==> src/common/cpu_bus_pkg.sv <==
package cpu_bus_pkg;

   typedef logic [15:0] addr_t;
   typedef logic [7:0]  data_t;

   typedef struct packed {
      addr_t addr;
      data_t wr_data;
      logic  rd_req;
      logic  wr_en;
   } bus_req_t;

   typedef struct packed {
      logic n;
      logic z;
      logic c;
   } flags_t;

endpackage

==> src/common/cpu_isa_pkg.sv <==
package cpu_isa_pkg;

   typedef enum logic [4:0] {
      OP_NOP,
      OP_LDA,
      OP_LDX,
      OP_LDY,
      OP_STA,
      OP_STX,
      OP_STY,
      OP_ADC,
      OP_SBC,
      OP_AND,
      OP_ORA,
      OP_EOR,
      OP_INX,
      OP_INY,
      OP_DEX,
      OP_DEY,
      OP_TAX,
      OP_TAY,
      OP_TXA,
      OP_TYA,
      OP_CLC,
      OP_SEC,
      OP_BRANCH,
      OP_JMP
   } op_t;

   typedef enum logic [1:0] {MODE_IMPLIED, MODE_IMM, MODE_ABS, MODE_REL} mode_t;

   typedef enum logic [1:0] {SEL_A, SEL_X, SEL_Y, SEL_NONE} reg_sel_t;

   typedef struct packed {
      op_t        op;
      mode_t      mode;
      reg_sel_t   dst;
      reg_sel_t   src;
      logic [2:0] cond;   // Opcode bits 7:5 of a branch
   } decoded_t;

endpackage

==> src/design/m6502_core.sv <==
`timescale 1ns/100ps

module m6502_core
   import cpu_bus_pkg::*, cpu_isa_pkg::*;
#(
   parameter addr_t RESET_VECTOR = 16'hFFFC
)
(
   input  logic  clk,
   input  logic  reset_n,
   output addr_t addr,
   input  data_t rd_data,
   output data_t wr_data,
   output logic  rd_req,
   output logic  wr_en,
   input  logic  ready
);

   bus_req_t bus;
   decoded_t dec;
   flags_t   flags;
   addr_t    pc;
   addr_t    target;
   data_t    opcode;
   data_t    operand;
   data_t    a_in;
   data_t    b_in;
   data_t    result;
   data_t    store_data;
   logic     pc_inc;
   logic     pc_load;
   logic     pc_vector;
   logic     branch_step;
   logic     alu_exec;
   logic     reg_write;
   logic     flag_set;
   logic     flag_clr;

   assign addr    = bus.addr;
   assign wr_data = bus.wr_data;
   assign rd_req  = bus.rd_req;
   assign wr_en   = bus.wr_en;

   m6502_sequencer #(
      .RESET_VECTOR (RESET_VECTOR)
   ) i_sequencer (
      .clk         (clk),
      .reset_n     (reset_n),
      .rd_data     (rd_data),
      .ready       (ready),
      .dec         (dec),
      .pc          (pc),
      .store_data  (store_data),
      .bus         (bus),
      .opcode      (opcode),
      .operand     (operand),
      .target      (target),
      .pc_inc      (pc_inc),
      .pc_load     (pc_load),
      .pc_vector   (pc_vector),
      .branch_step (branch_step),
      .alu_exec    (alu_exec),
      .reg_write   (reg_write),
      .flag_set    (flag_set),
      .flag_clr    (flag_clr)
   );

   m6502_pc i_pc (
      .clk         (clk),
      .reset_n     (reset_n),
      .pc_inc      (pc_inc),
      .pc_load     (pc_load),
      .pc_vector   (pc_vector),
      .branch_step (branch_step),
      .target      (target),
      .operand     (operand),
      .dec         (dec),
      .flags       (flags),
      .pc          (pc)
   );

   m6502_decode i_decode (
      .opcode (opcode),
      .dec    (dec)
   );

   m6502_alu i_alu (
      .clk      (clk),
      .reset_n  (reset_n),
      .alu_exec (alu_exec),
      .flag_set (flag_set),
      .flag_clr (flag_clr),
      .dec      (dec),
      .a_in     (a_in),
      .b_in     (b_in),
      .result   (result),
      .flags    (flags)
   );

   m6502_regs i_regs (
      .clk        (clk),
      .reset_n    (reset_n),
      .reg_write  (reg_write),
      .dec        (dec),
      .operand    (operand),
      .result     (result),
      .a_in       (a_in),
      .b_in       (b_in),
      .store_data (store_data)
   );

endmodule

==> src/design/m6502_decode.sv <==
`timescale 1ns/100ps

module m6502_decode
   import cpu_bus_pkg::*, cpu_isa_pkg::*;
(
   input  data_t    opcode,
   output decoded_t dec
);

   logic [2:0] aaa;
   logic [2:0] bbb;
   logic [1:0] cc;
   reg_sel_t   idx;
   decoded_t   nop;

   assign aaa = opcode[7:5];
   assign bbb = opcode[4:2];
   assign cc  = opcode[1:0];
   assign idx = cc[1] ? SEL_X : SEL_Y;   // cc 10 is the X group, 00 the Y group
   assign nop = '{op: OP_NOP, mode: MODE_IMPLIED, dst: SEL_NONE, src: SEL_NONE, cond: aaa};

   always_comb
   begin
      dec = nop;
      if (cc == 2'b01 && (bbb == 3'b010 || bbb == 3'b011))
      begin
         dec.mode = bbb[0] ? MODE_ABS : MODE_IMM;
         dec.src  = SEL_A;
         dec.dst  = SEL_A;
         case (aaa)
            3'b000: dec.op = OP_ORA;
            3'b001: dec.op = OP_AND;
            3'b010: dec.op = OP_EOR;
            3'b011: dec.op = OP_ADC;
            3'b101:
            begin
               dec.op  = OP_LDA;
               dec.src = SEL_NONE;
            end
            3'b111: dec.op = OP_SBC;
            default: dec = nop;   // CMP
         endcase
         if (aaa == 3'b100 && bbb[0])
         begin
            dec.op   = OP_STA;
            dec.mode = MODE_ABS;
            dec.src  = SEL_A;
            dec.dst  = SEL_NONE;
         end
      end
      else if (cc == 2'b00 && bbb == 3'b100 && aaa[2])
      begin
         dec.op   = OP_BRANCH;
         dec.mode = MODE_REL;
      end
      else if (opcode == 8'h18 || opcode == 8'h38)
      begin
         dec.op = aaa[0] ? OP_SEC : OP_CLC;
      end
      else if (opcode == 8'h4C)
      begin
         dec.op   = OP_JMP;
         dec.mode = MODE_ABS;
      end
      else if (opcode == 8'h98)
      begin
         dec.op  = OP_TYA;
         dec.src = SEL_Y;
         dec.dst = SEL_A;
      end
      else if (!cc[0])
      begin
         case ({aaa, bbb})
            6'b100_011:
            begin
               dec.op   = cc[1] ? OP_STX : OP_STY;
               dec.mode = MODE_ABS;
               dec.src  = idx;
            end
            6'b101_000, 6'b101_011:
            begin
               dec.op   = cc[1] ? OP_LDX : OP_LDY;
               dec.mode = bbb[0] ? MODE_ABS : MODE_IMM;
               dec.dst  = idx;
            end
            6'b100_010:
            begin
               dec.op  = cc[1] ? OP_TXA : OP_DEY;
               dec.src = idx;
               dec.dst = cc[1] ? SEL_A : SEL_Y;
            end
            6'b101_010:
            begin
               dec.op  = cc[1] ? OP_TAX : OP_TAY;
               dec.src = SEL_A;
               dec.dst = idx;
            end
            6'b110_010:
            begin
               dec.op  = cc[1] ? OP_DEX : OP_INY;
               dec.src = idx;
               dec.dst = idx;
            end
            6'b111_010:
               if (!cc[1])
               begin
                  dec.op  = OP_INX;
                  dec.src = SEL_X;
                  dec.dst = SEL_X;
               end
            default:
               dec = nop;
         endcase
      end
   end

endmodule

==> src/design/m6502_pc.sv <==
`timescale 1ns/100ps

module m6502_pc
   import cpu_bus_pkg::*, cpu_isa_pkg::*;
(
   input  logic     clk,
   input  logic     reset_n,
   input  logic     pc_inc,
   input  logic     pc_load,
   input  logic     pc_vector,
   input  logic     branch_step,
   input  addr_t    target,
   input  data_t    operand,
   input  decoded_t dec,
   input  flags_t   flags,
   output addr_t    pc
);

   logic flag_bit;
   logic taken;

   // 6502 branch encoding, bits 7:6 pick the flag and bit 5 the value
   always_comb
   begin
      case (dec.cond[2:1])
         2'b00:   flag_bit = flags.n;
         2'b10:   flag_bit = flags.c;
         2'b11:   flag_bit = flags.z;
         default: flag_bit = 1'b0;   // No V flag
      endcase
   end

   assign taken = (flag_bit == dec.cond[0]);

   always_ff @(posedge clk)
   begin
      if (!reset_n)
      begin
         pc <= '0;
      end
      else if (pc_vector || pc_load)
      begin
         pc <= target;
      end
      else if (branch_step && taken)
      begin
         pc <= pc + {{8{operand[7]}}, operand};   // Signed offset
      end
      else if (pc_inc)
      begin
         pc <= pc + 16'd1;
      end
   end

endmodule

==> src/design/m6502_sequencer.sv <==
`timescale 1ns/100ps

module m6502_sequencer
   import cpu_bus_pkg::*, cpu_isa_pkg::*;
#(
   parameter addr_t RESET_VECTOR = 16'hFFFC
)
(
   input  logic     clk,
   input  logic     reset_n,
   input  data_t    rd_data,
   input  logic     ready,
   input  decoded_t dec,
   input  addr_t    pc,
   input  data_t    store_data,
   output bus_req_t bus,
   output data_t    opcode,
   output data_t    operand,
   output addr_t    target,
   output logic     pc_inc,
   output logic     pc_load,
   output logic     pc_vector,
   output logic     branch_step,
   output logic     alu_exec,
   output logic     reg_write,
   output logic     flag_set,
   output logic     flag_clr
);

   typedef enum logic [2:0] {
      VECTOR_LO,
      VECTOR_HI,
      FETCH,
      OPERAND_LO,
      OPERAND_HI,
      DATA_READ,
      DATA_WRITE,
      EXECUTE
   } seq_state_t;

   seq_state_t state;
   logic       opcode_valid;   // Opcode latched, not yet dispatched
   logic       done;
   logic       is_jmp;
   logic       is_store;

   function automatic bus_req_t read_req(input addr_t a);
      bus_req_t r;
      r = '0;
      r.addr   = a;
      r.rd_req = 1'b1;
      return r;
   endfunction

   function automatic bus_req_t write_req(input addr_t a, input data_t d);
      bus_req_t r;
      r = '0;
      r.addr    = a;
      r.wr_data = d;
      r.wr_en   = 1'b1;
      return r;
   endfunction

   assign done     = ready && (bus.rd_req || bus.wr_en);
   assign is_jmp   = (dec.op == OP_JMP);
   assign is_store = (dec.op == OP_STA) || (dec.op == OP_STX) || (dec.op == OP_STY);

   // High byte is taken straight off the bus at the end of the second read
   assign target = {rd_data, operand};

   always_ff @(posedge clk)
   begin
      if (!reset_n)
      begin
         state        <= VECTOR_LO;
         bus          <= '0;
         opcode_valid <= 1'b0;
      end
      else
      begin
         case (state)
            VECTOR_LO:
               if (!bus.rd_req)
               begin
                  bus <= read_req(RESET_VECTOR);
               end
               else if (ready)
               begin
                  bus   <= read_req(RESET_VECTOR + 16'd1);
                  state <= VECTOR_HI;
               end
            VECTOR_HI:
               if (ready)
               begin
                  bus   <= read_req(target);
                  state <= FETCH;
               end
            FETCH:
               if (bus.rd_req)
               begin
                  if (ready)
                  begin
                     bus          <= '0;
                     opcode_valid <= 1'b1;
                  end
               end
               else if (!opcode_valid)
               begin
                  bus <= read_req(pc);   // Refetch after a branch
               end
               else
               begin
                  opcode_valid <= 1'b0;
                  if (dec.mode == MODE_IMPLIED)
                  begin
                     state <= EXECUTE;
                  end
                  else
                  begin
                     bus   <= read_req(pc);
                     state <= OPERAND_LO;
                  end
               end
            OPERAND_LO:
               if (ready)
               begin
                  if (dec.mode == MODE_ABS)
                  begin
                     bus   <= read_req(pc + 16'd1);   // pc steps at this edge
                     state <= OPERAND_HI;
                  end
                  else
                  begin
                     bus   <= '0;
                     state <= EXECUTE;
                  end
               end
            OPERAND_HI:
               if (ready)
               begin
                  if (is_jmp)
                  begin
                     bus   <= '0;
                     state <= EXECUTE;
                  end
                  else if (is_store)
                  begin
                     bus   <= write_req(target, store_data);
                     state <= DATA_WRITE;
                  end
                  else
                  begin
                     bus   <= read_req(target);
                     state <= DATA_READ;
                  end
               end
            DATA_READ, DATA_WRITE:
               if (ready)
               begin
                  bus   <= '0;
                  state <= EXECUTE;
               end
            EXECUTE:
            begin
               // Branch target is known one cycle later
               if (dec.mode != MODE_REL)
               begin
                  bus <= read_req(pc);
               end
               state <= FETCH;
            end
            default:
               state <= VECTOR_LO;
         endcase
      end
   end

   always_ff @(posedge clk)
   begin
      if (bus.rd_req && ready)
      begin
         case (state)
            FETCH:
               opcode <= rd_data;
            VECTOR_LO, OPERAND_LO, DATA_READ:
               operand <= rd_data;
            default:
               ;
         endcase
      end
   end

   always_comb
   begin
      pc_inc      = 1'b0;
      pc_load     = 1'b0;
      pc_vector   = 1'b0;
      branch_step = 1'b0;
      alu_exec    = 1'b0;
      reg_write   = 1'b0;
      flag_set    = 1'b0;
      flag_clr    = 1'b0;
      case (state)
         VECTOR_HI:
            pc_vector = done;
         FETCH, OPERAND_LO:
            pc_inc = done;
         OPERAND_HI:
         begin
            pc_load = done && is_jmp;
            pc_inc  = done && !is_jmp;
         end
         EXECUTE:
         begin
            branch_step = (dec.op == OP_BRANCH);
            alu_exec    = (dec.dst != SEL_NONE);
            reg_write   = (dec.dst != SEL_NONE);
            flag_set    = (dec.op == OP_SEC);
            flag_clr    = (dec.op == OP_CLC);
         end
         default:
            ;
      endcase
   end

endmodule

==> src/execute/m6502_alu.sv <==
`timescale 1ns/100ps

module m6502_alu
   import cpu_bus_pkg::*, cpu_isa_pkg::*;
(
   input  logic     clk,
   input  logic     reset_n,
   input  logic     alu_exec,
   input  logic     flag_set,
   input  logic     flag_clr,
   input  decoded_t dec,
   input  data_t    a_in,
   input  data_t    b_in,
   output data_t    result,
   output flags_t   flags
);

   data_t      addend;
   logic [8:0] sum;
   logic       carry_op;

   // SBC is A + ~M + C
   assign addend   = (dec.op == OP_SBC) ? ~b_in : b_in;
   assign sum      = {1'b0, a_in} + {1'b0, addend} + {8'd0, flags.c};
   assign carry_op = (dec.op == OP_ADC) || (dec.op == OP_SBC);

   always_comb
   begin
      case (dec.op)
         OP_ADC, OP_SBC:                 result = sum[7:0];
         OP_AND:                         result = a_in & b_in;
         OP_ORA:                         result = a_in | b_in;
         OP_EOR:                         result = a_in ^ b_in;
         OP_INX, OP_INY:                 result = a_in + 8'd1;
         OP_DEX, OP_DEY:                 result = a_in - 8'd1;
         OP_TAX, OP_TAY, OP_TXA, OP_TYA: result = a_in;
         default:                        result = b_in;   // Loads
      endcase
   end

   always_ff @(posedge clk)
   begin
      if (!reset_n)
      begin
         flags <= '0;
      end
      else
      begin
         if (alu_exec)
         begin
            flags.n <= result[7];
            flags.z <= (result == 8'h00);
         end
         if (alu_exec && carry_op)
         begin
            flags.c <= sum[8];
         end
         else if (flag_set)
         begin
            flags.c <= 1'b1;
         end
         else if (flag_clr)
         begin
            flags.c <= 1'b0;
         end
      end
   end

endmodule

==> src/execute/m6502_regs.sv <==
`timescale 1ns/100ps

module m6502_regs
   import cpu_bus_pkg::*, cpu_isa_pkg::*;
(
   input  logic     clk,
   input  logic     reset_n,
   input  logic     reg_write,
   input  decoded_t dec,
   input  data_t    operand,
   input  data_t    result,
   output data_t    a_in,
   output data_t    b_in,
   output data_t    store_data
);

   data_t reg_a;
   data_t reg_x;
   data_t reg_y;

   always_comb
   begin
      case (dec.src)
         SEL_A:   a_in = reg_a;
         SEL_X:   a_in = reg_x;
         SEL_Y:   a_in = reg_y;
         default: a_in = 8'h00;
      endcase
   end

   assign b_in = operand;   // Immediate byte or data read

   always_comb
   begin
      case (dec.op)
         OP_STX:  store_data = reg_x;
         OP_STY:  store_data = reg_y;
         default: store_data = reg_a;
      endcase
   end

   always_ff @(posedge clk)
   begin
      if (!reset_n)
      begin
         reg_a <= '0;
         reg_x <= '0;
         reg_y <= '0;
      end
      else if (reg_write)
      begin
         case (dec.dst)
            SEL_A:   reg_a <= result;
            SEL_X:   reg_x <= result;
            SEL_Y:   reg_y <= result;
            default: ;
         endcase
      end
   end

endmodule

==> config.mk <==
export PLATFORM = sky130hd
export DESIGN_NAME = m6502_core
export DESIGN_NICKNAME = d
export VERILOG_FILES = /design/src/common/cpu_bus_pkg.sv /design/src/common/cpu_isa_pkg.sv /design/src/design/m6502_core.sv /design/src/design/m6502_decode.sv /design/src/design/m6502_pc.sv /design/src/design/m6502_sequencer.sv /design/src/execute/m6502_alu.sv /design/src/execute/m6502_regs.sv
export SDC_FILE = /design/constraint.sdc
export NUM_CORES = 1
export LEC_CHECK = 0
export BUFFER_PORTS_ARGS = -buffer_cell sky130_fd_sc_hd__buf_2
export CORE_MARGIN = 2
export CORE_UTILIZATION = 56
export CTS_CLUSTER_SIZE = 30
export DETAILED_ROUTE_END_ITERATION = 6
export PLACE_DENSITY = 0.76
export SLEW_MARGIN = 0
export SYNTH_ARGS = -nofsm -noshare
export SYNTH_HDL_FRONTEND = slang
export SYNTH_HIERARCHICAL = 1
export SYNTH_SLANG_ARGS = --single-unit
==> constraint.sdc <==
create_clock -name clk -period 9.5 [get_ports clk]
set_input_delay 1.425 -clock clk [delete_from_list [all_inputs] [get_ports clk]]
set_output_delay 1.425 -clock clk [all_outputs]
set_load 0.005 [all_outputs]
==> flow_summary.json, run 1 <==
{
  "detail_route.iter0.violations": 565,
  "first_global_vias": 6691,
  "worst_slew_pin_slew_ps": 1206,
  "hold_violations": 0,
  "num_vias": 7282,
  "fin_crit_sh_pct": 59.79,
  "postRouteAntennaNets": 0,
  "crit_start": "i_sequencer/opcode[6]",
  "fin_crit_ps": 5680,
  "start_util_pct": 57.00,
  "vdd_drop_max_v": 0.00009733,
  "htreeDepth": 3,
  "synth.most_common_cell": "nand2_1",
  "cp.arrival_ps": 5960,
  "place_ws_ps": 3933,
  "antenna_found_initial": 0,
  "r2r-start": "i_sequencer/opcode[6]",
  "avgSynthCellArea_um2": 8.261,
  "layout_setup_ws_ps": 3820,
  "cts_made_buffers": 9,
  "multiInputGateArea_um2": 5255,
  "power_density_nw_per_um2": 109.1,
  "overflow": 0,
  "yosysSeqAreaShare_pct": 24.64,
  "grt_start_max_net_pins": 62,
  "clock_latency_ps": 350,
  "start_kind": "flip-flop",
  "reg2reg_slack_ps": 3820,
  "die_y_um": 122.6,
  "synthDistinctLibCells": 102,
  "route.detailed.drc": 0,
  "synth_common_cells": "nand2_1 (92), dfxtp_1 (73), o21ai_0 (61)",
  "cts_root_buffer": "clkbuf_16",
  "tns_ps": 0,
  "r2r-end": "i_alu/flags[1]",
  "clockBufferDepth": 2,
  "rsz0062_at_grt": "no",
  "yosysWarningCount": 6,
  "coreArea_um2": 13830,
  "crit_path_end_kind": "flip-flop",
  "dieWidth_um": 122.6,
  "dpl.hpwl_um": 16020,
  "gp_congestion": 0.9870,
  "cp_max_fo": 20,
  "crit_type": "flip-flop to flip-flop",
  "dp_cells": 1103,
  "setup_viol": 0,
  "status": "finished, final reports clean",
  "io_buffers": 36,
  "clkSinkCount": 89,
  "syn_nets": 1017,
  "drive_gt1_share_pct": 10.76,
  "async_reset_ff_share_pct": 0,
  "synth_edf_count": 16,
  "regArea_um2": 1942,
  "final.fill_count": 1215,
  "grt_pass1_wl_um": 35190,
  "wl_um": 22040,
  "clock-skew-final_ps": 4.824,
  "routed_via_density": 6.508,
  "max_freq_mhz": 176.1,
  "power.leakage_nw": 3.307,
  "firstDrtPassIters": 5,
  "ys.flop_type": "dfxtp_1",
  "synth_area_leaders": "dfxtp_1 (19%), ha_1 (7.6%), edfxtp_1 (6.1%), mux2i_1 (4.8%), nand2_1 (4.4%)",
  "relSlewSlack_pct": 19.11,
  "reg2reg_depth": 16,
  "synth_area_um2": 7881,
  "holdBufCountCts": 0,
  "synth_top_area_share_pct": 18.54,
  "slew_viol_final": 0,
  "grt.total_usage_pct": 30.00,
  "post_cts_buffers": 0,
  "synthCells": 954,
  "crit_required_ps": 9780,
  "dieArea_um2": 15040,
  "yosysTopAreaCell": "dfxtp_1",
  "finalNonFillerCells": 1119,
  "layout.nets": 997,
  "core.rowCount": 43,
  "cts.clk_slew.worst_paths_ps": 60,
  "n_antenna_cell": 0,
  "routedWlPerCell_um": 19.69,
  "drv_cap": 0,
  "ys_ff_latch": 89,
  "ioPinCount": 37,
  "cts_tree": "done",
  "area_growth_pct": 3.096,
  "crit_path_end": "i_alu/flags[1]",
  "hold_path_class": "flip-flop to flip-flop",
  "cts_resized": 0
}
## final cells by class
class                   count  area share (%)
clock buffers              12           2.910
clock inverters             4          0.2618
inverters                  45           2.248
multi-input cells         742           64.68
flip-flops and latches     89           23.90
well taps                 180           2.772
repair buffers             47           3.234
## metal layers
metal | vias up | global-route usage, % | part of all wire, %
met5 | - | 0 | 0
met4 | 0 | 13.86 | 3.7
met3 | 63 | 5.716 | 7.9
met2 | 357 | 47.67 | 46
met1 | 3386 | 39.36 | 43
li1 | 3476 | - | -
## worst max-delay path, stage by stage (launching register included)
cell and delay, ps:
edfxtp_1 730, nor2b_1 250, o21bai_1 250, a211oi_1 140, a2111o_1 620, nor4b_1 550, nand2_1 430, xnor2_1 250
fa_1 430, fa_1 390, nand2b_1 190, a21oi_1 170, xor2_1 90, a2111o_1 460, nand4b_1 200, nor4_1 310
o2bb2ai_1 150
## stage by stage
stage               power [mW]  area (um2)  hold slack, ps  util, %
CTS                     0.8882        8125           472.8    58.76
detailed placement      0.5647        7868           456.8    56.90
finish                  0.8868        8125           474.4    58.76
global placement        0.5635        7868           458.8    56.90
global route            0.9210        8125           487.4    58.76
floorplan               0.5261        7881           441.6        -
## flip-flops by register name (all words and copies together) (netlist names)
register,flops
i_sequencer/bus,26
i_pc/pc,16
i_alu/flags,3
i_sequencer/state,3
i_regs/reg_y,8
i_sequencer/operand,8
i_regs/reg_x,8
i_sequencer/opcode_valid,1
i_regs/reg_a,8
i_sequencer/opcode,8
## report_power, final
| group | internal [mW] | leakage, nW | switching [mW] |
|---|---|---|---|
| clock | 0.176 | 0.126 | 0.150 |
| combinational | 0.0527 | 2.44 | 0.0748 |
| sequential | 0.405 | 0.740 | 0.0290 |
## cells by family after synthesis
group	count (synthesis)	synth area share, %
adder cells (fa/ha/maj)	52	8.636
buffers and inverters	123	8.763
XOR/XNOR	32	3.747
flip-flops	89	24.64
AO/OA/AOI/OAI	291	25.61
AND/OR/NAND/NOR	328	23.64
multiplexers	39	4.969
## worst min path at each step
| stage | end | cells after the start | startpoint |
|---|---|---|---|
| detailed placement | i_sequencer/bus[11] | 2 | i_sequencer/bus[11] |
| finish | i_sequencer/bus[11] | 2 | i_sequencer/bus[11] |
| floorplan | i_alu/flags[1] | 2 | i_alu/flags[1] |
| CTS | i_sequencer/bus[11] | 2 | i_sequencer/bus[11] |
| global placement | i_sequencer/bus[4] | 1 | i_sequencer/bus[4] |
| global route | i_sequencer/bus[11] | 2 | i_sequencer/bus[11] |
## layout by cell type, fill, tap and decap left out, types with 18 or more instances in the layout
| cell type | Yosys | routed |
|---|---|---|
| a21oi_1 | 53 | 53 |
| a31oi_1 | 30 | 29 |
| buf_2 | 20 | 36 |
| dfxtp_1 | 73 | 73 |
| ha_1 | 48 | 48 |
| inv_1 | 43 | 43 |
| mux2i_1 | 38 | 38 |
| nand2_1 | 92 | 92 |
| nand3_1 | 27 | 27 |
| nor2_1 | 38 | 38 |
| nor2b_1 | 38 | 38 |
| o21ai_0 | 61 | 60 |
| xnor2_1 | 18 | 18 |
Note: power is estimated with default switching activity, not from simulation.
==> run 2, diff against run 1 <==
--- a/config.mk
+++ b/config.mk
@@ -10,7 +10,7 @@
 export CORE_UTILIZATION = 56
 export CTS_CLUSTER_SIZE = 30
 export DETAILED_ROUTE_END_ITERATION = 6
-export PLACE_DENSITY = 0.76
+export PLACE_DENSITY = 0.79
 export SLEW_MARGIN = 0
 export SYNTH_ARGS = -nofsm -noshare
 export SYNTH_HDL_FRONTEND = slang
==> constraint.sdc (replaced) <==
create_clock -name clk -period 5 [get_ports clk]
set_input_delay 0.75 -clock clk [delete_from_list [all_inputs] [get_ports clk]]
set_output_delay 0.75 -clock clk [all_outputs]
set_load 0.005 [all_outputs]
==> run 2 against run 1 <==
Net effect: sequential power up 88%; first-iteration DRC count up 16%; non-clock buffer count up 39.
==> flow_summary.json, run 2 (synthesized netlist as in run 1, its figures left out) <==
{
  "seqPwrFrac_pct": 46.7,
  "tns_ps": 0,
  "ioPinCount": 37,
  "coreArea_um2": 13830,
  "r2r-end": "i_pc/pc[8]",
  "final.fill_count": 1192,
  "hold_path_class": "flip-flop to flip-flop",
  "crit_type": "flip-flop to flip-flop",
  "area_growth_pct": 7.461,
  "fin_util_pct": 61.25,
  "rsz0062_at_grt": "yes",
  "cts_root_buffer": "clkbuf_16",
  "setup_viol": 0,
  "pwr-share-clk_pct": 38.6,
  "start_util_pct": 57.00,
  "routed_via_density": 6.472,
  "fin_crit_sh_pct": 95.29,
  "dpl.hpwl_um": 15830,
  "multiInputGateArea_um2": 5278,
  "drive_gt1_share_pct": 15.13,
  "status": "finished, final reports clean",
  "core.rowCount": 43,
  "worst_slew_pin_slew_ps": 1190,
  "overflow": 0,
  "p_int_mw": 1.240,
  "routedWlPerCell_um": 18.93,
  "slew_viol_final": 0,
  "final_cell_mix": "nand2_1 (92), dfxtp_1 (73), o21ai_0 (60)",
  "clkSinkCount": 89,
  "postRouteAntennaNets": 0,
  "layout.nets": 1036,
  "vdd_drop_max_v": 0.0001822,
  "crit_required_ps": 5250,
  "reg_top3": "i_sequencer/bus (26), i_pc/pc (16)",
  "cts_made_buffers": 9,
  "regArea_um2": 1942,
  "wl_um": 21920,
  "firstDrtPassIters": 5,
  "clockBufferDepth": 2,
  "comb_power_share_pct": 14.7,
  "power_density_nw_per_um2": 205.9,
  "max_freq_mhz": 209.9,
  "layout_commonest_cell": "nand2_1",
  "n_antenna_cell": 0,
  "max_flop_register": "i_sequencer/bus",
  "reg2reg_depth": 18,
  "start_kind": "flip-flop",
  "fin_crit_ps": 4765,
  "clock-skew-final_ps": 14.21,
  "relSlewSlack_pct": 20.18,
  "gp_congestion": 0.9568,
  "grt_pass1_wl_um": 35020,
  "dieWidth_um": 122.6,
  "crit_path_end_kind": "flip-flop",
  "reg2reg_slack_ps": 240,
  "crit_path_end": "i_pc/pc[8]",
  "holdBufCountCts": 0,
  "power.leakage_nw": 3.526,
  "grt_start_max_net_pins": 62,
  "clock_latency_ps": 360,
  "htreeDepth": 3,
  "num_vias": 7494,
  "r2r-start": "i_sequencer/opcode[1]",
  "cp_max_fo": 12,
  "antenna_found_initial": 0,
  "holdWs_ps": 473.9,
  "largest_register_ffs": 26,
  "io_buffers": 36,
  "grt.total_usage_pct": 29.49,
  "detail_route.iter0.violations": 658,
  "dieArea_um2": 15040,
  "cts_tree": "done",
  "route.detailed.drc": 0,
  "hold_violations": 0,
  "p_sw_share_pct": 28.87,
  "die_y_um": 122.6,
  "drv_cap": 0,
  "cts.clk_slew.worst_paths_ps": 70,
  "first_global_vias": 6873,
  "p_sw_mw": 0.5034,
  "crit_start": "i_sequencer/opcode[1]",
  "cp.arrival_ps": 5020
}
==> run 2: how the worst min path moves through the flow <==
| stage | from | to | cells after the start |
|---|---|---|---|
| 6_report | i_sequencer/bus[8] | i_sequencer/bus[8] | 1 |
| 5_1_grt | i_sequencer/bus[11] | i_sequencer/bus[11] | 2 |
| 4_1_cts | i_sequencer/bus[8] | i_sequencer/bus[8] | 1 |
| 3_5_place_dp | i_sequencer/bus[8] | i_sequencer/bus[8] | 1 |
| 3_3_place_gp | i_sequencer/bus[7] | i_sequencer/bus[7] | 1 |
| 2_1_floorplan | i_alu/flags[1] | i_alu/flags[1] | 2 |
==> run 2: metal layers <==
layer  wire [um]  GRT usage (%)  share of wire (%)
met1        9071          38.02                 41
met2       10520          49.13                 48
met3        1637          4.414                7.5
met4         687          12.43                3.1
met5           0              0                  0
==> run 2: timing repair <==
action                     in CTS  in global routing
setup endpoints to repair       0                 13
resized for setup               0                  4
buffers inserted                0                  9
==> run 2: final cells by class <==
cell class,count,area share (%)
multi-input combinational,742,62.31
sequential,89,22.93
timing repair buffer,86,6.530
clock buffer,11,2.984
tap,180,2.659
inverter,45,2.157
clock inverter,5,0.4284
==> run 2: worst max-delay path, stage by stage (launching register included) <==
cell and delay, ps:
edfxtp_1 540, buf_4 210, or3_1 420, o2111ai_1 240, and3b_1 230, nand4_1 180, nor3b_2 300, nand3b_1 100
mux2_2 320, nand3_4 150, nand2b_1 70, ha_1 220, fa_1 420, a21o_1 220, a311o_2 400, a211o_1 270
a21o_1 160, a31oi_1 150, nor2_1 60
==> run 2: power by group through the flow <==
stage,combinational [mW],sequential [mW],clock [mW]
global route,0.279,0.817,0.707
detailed placement,0.249,0.826,0
CTS,0.252,0.811,0.679
floorplan,0.189,0.810,0
finish,0.256,0.814,0.674
global placement,0.246,0.827,0
==> run 2: through the flow <==
step / power (mW) / cell area, um2 / setup slack (ps) / instances
floorplan: 0.9996 / 7881 / 228.3 / 954
global placement: 1.073 / 8093 / 228.2 / 1133
detailed placement: 1.075 / 8093 / 118.3 / 1133
CTS: 1.743 / 8382 / 89.91 / 1149
global route: 1.804 / 8469 / -24.86 / 1158
finish: 1.743 / 8469 / 235.4 / 1158
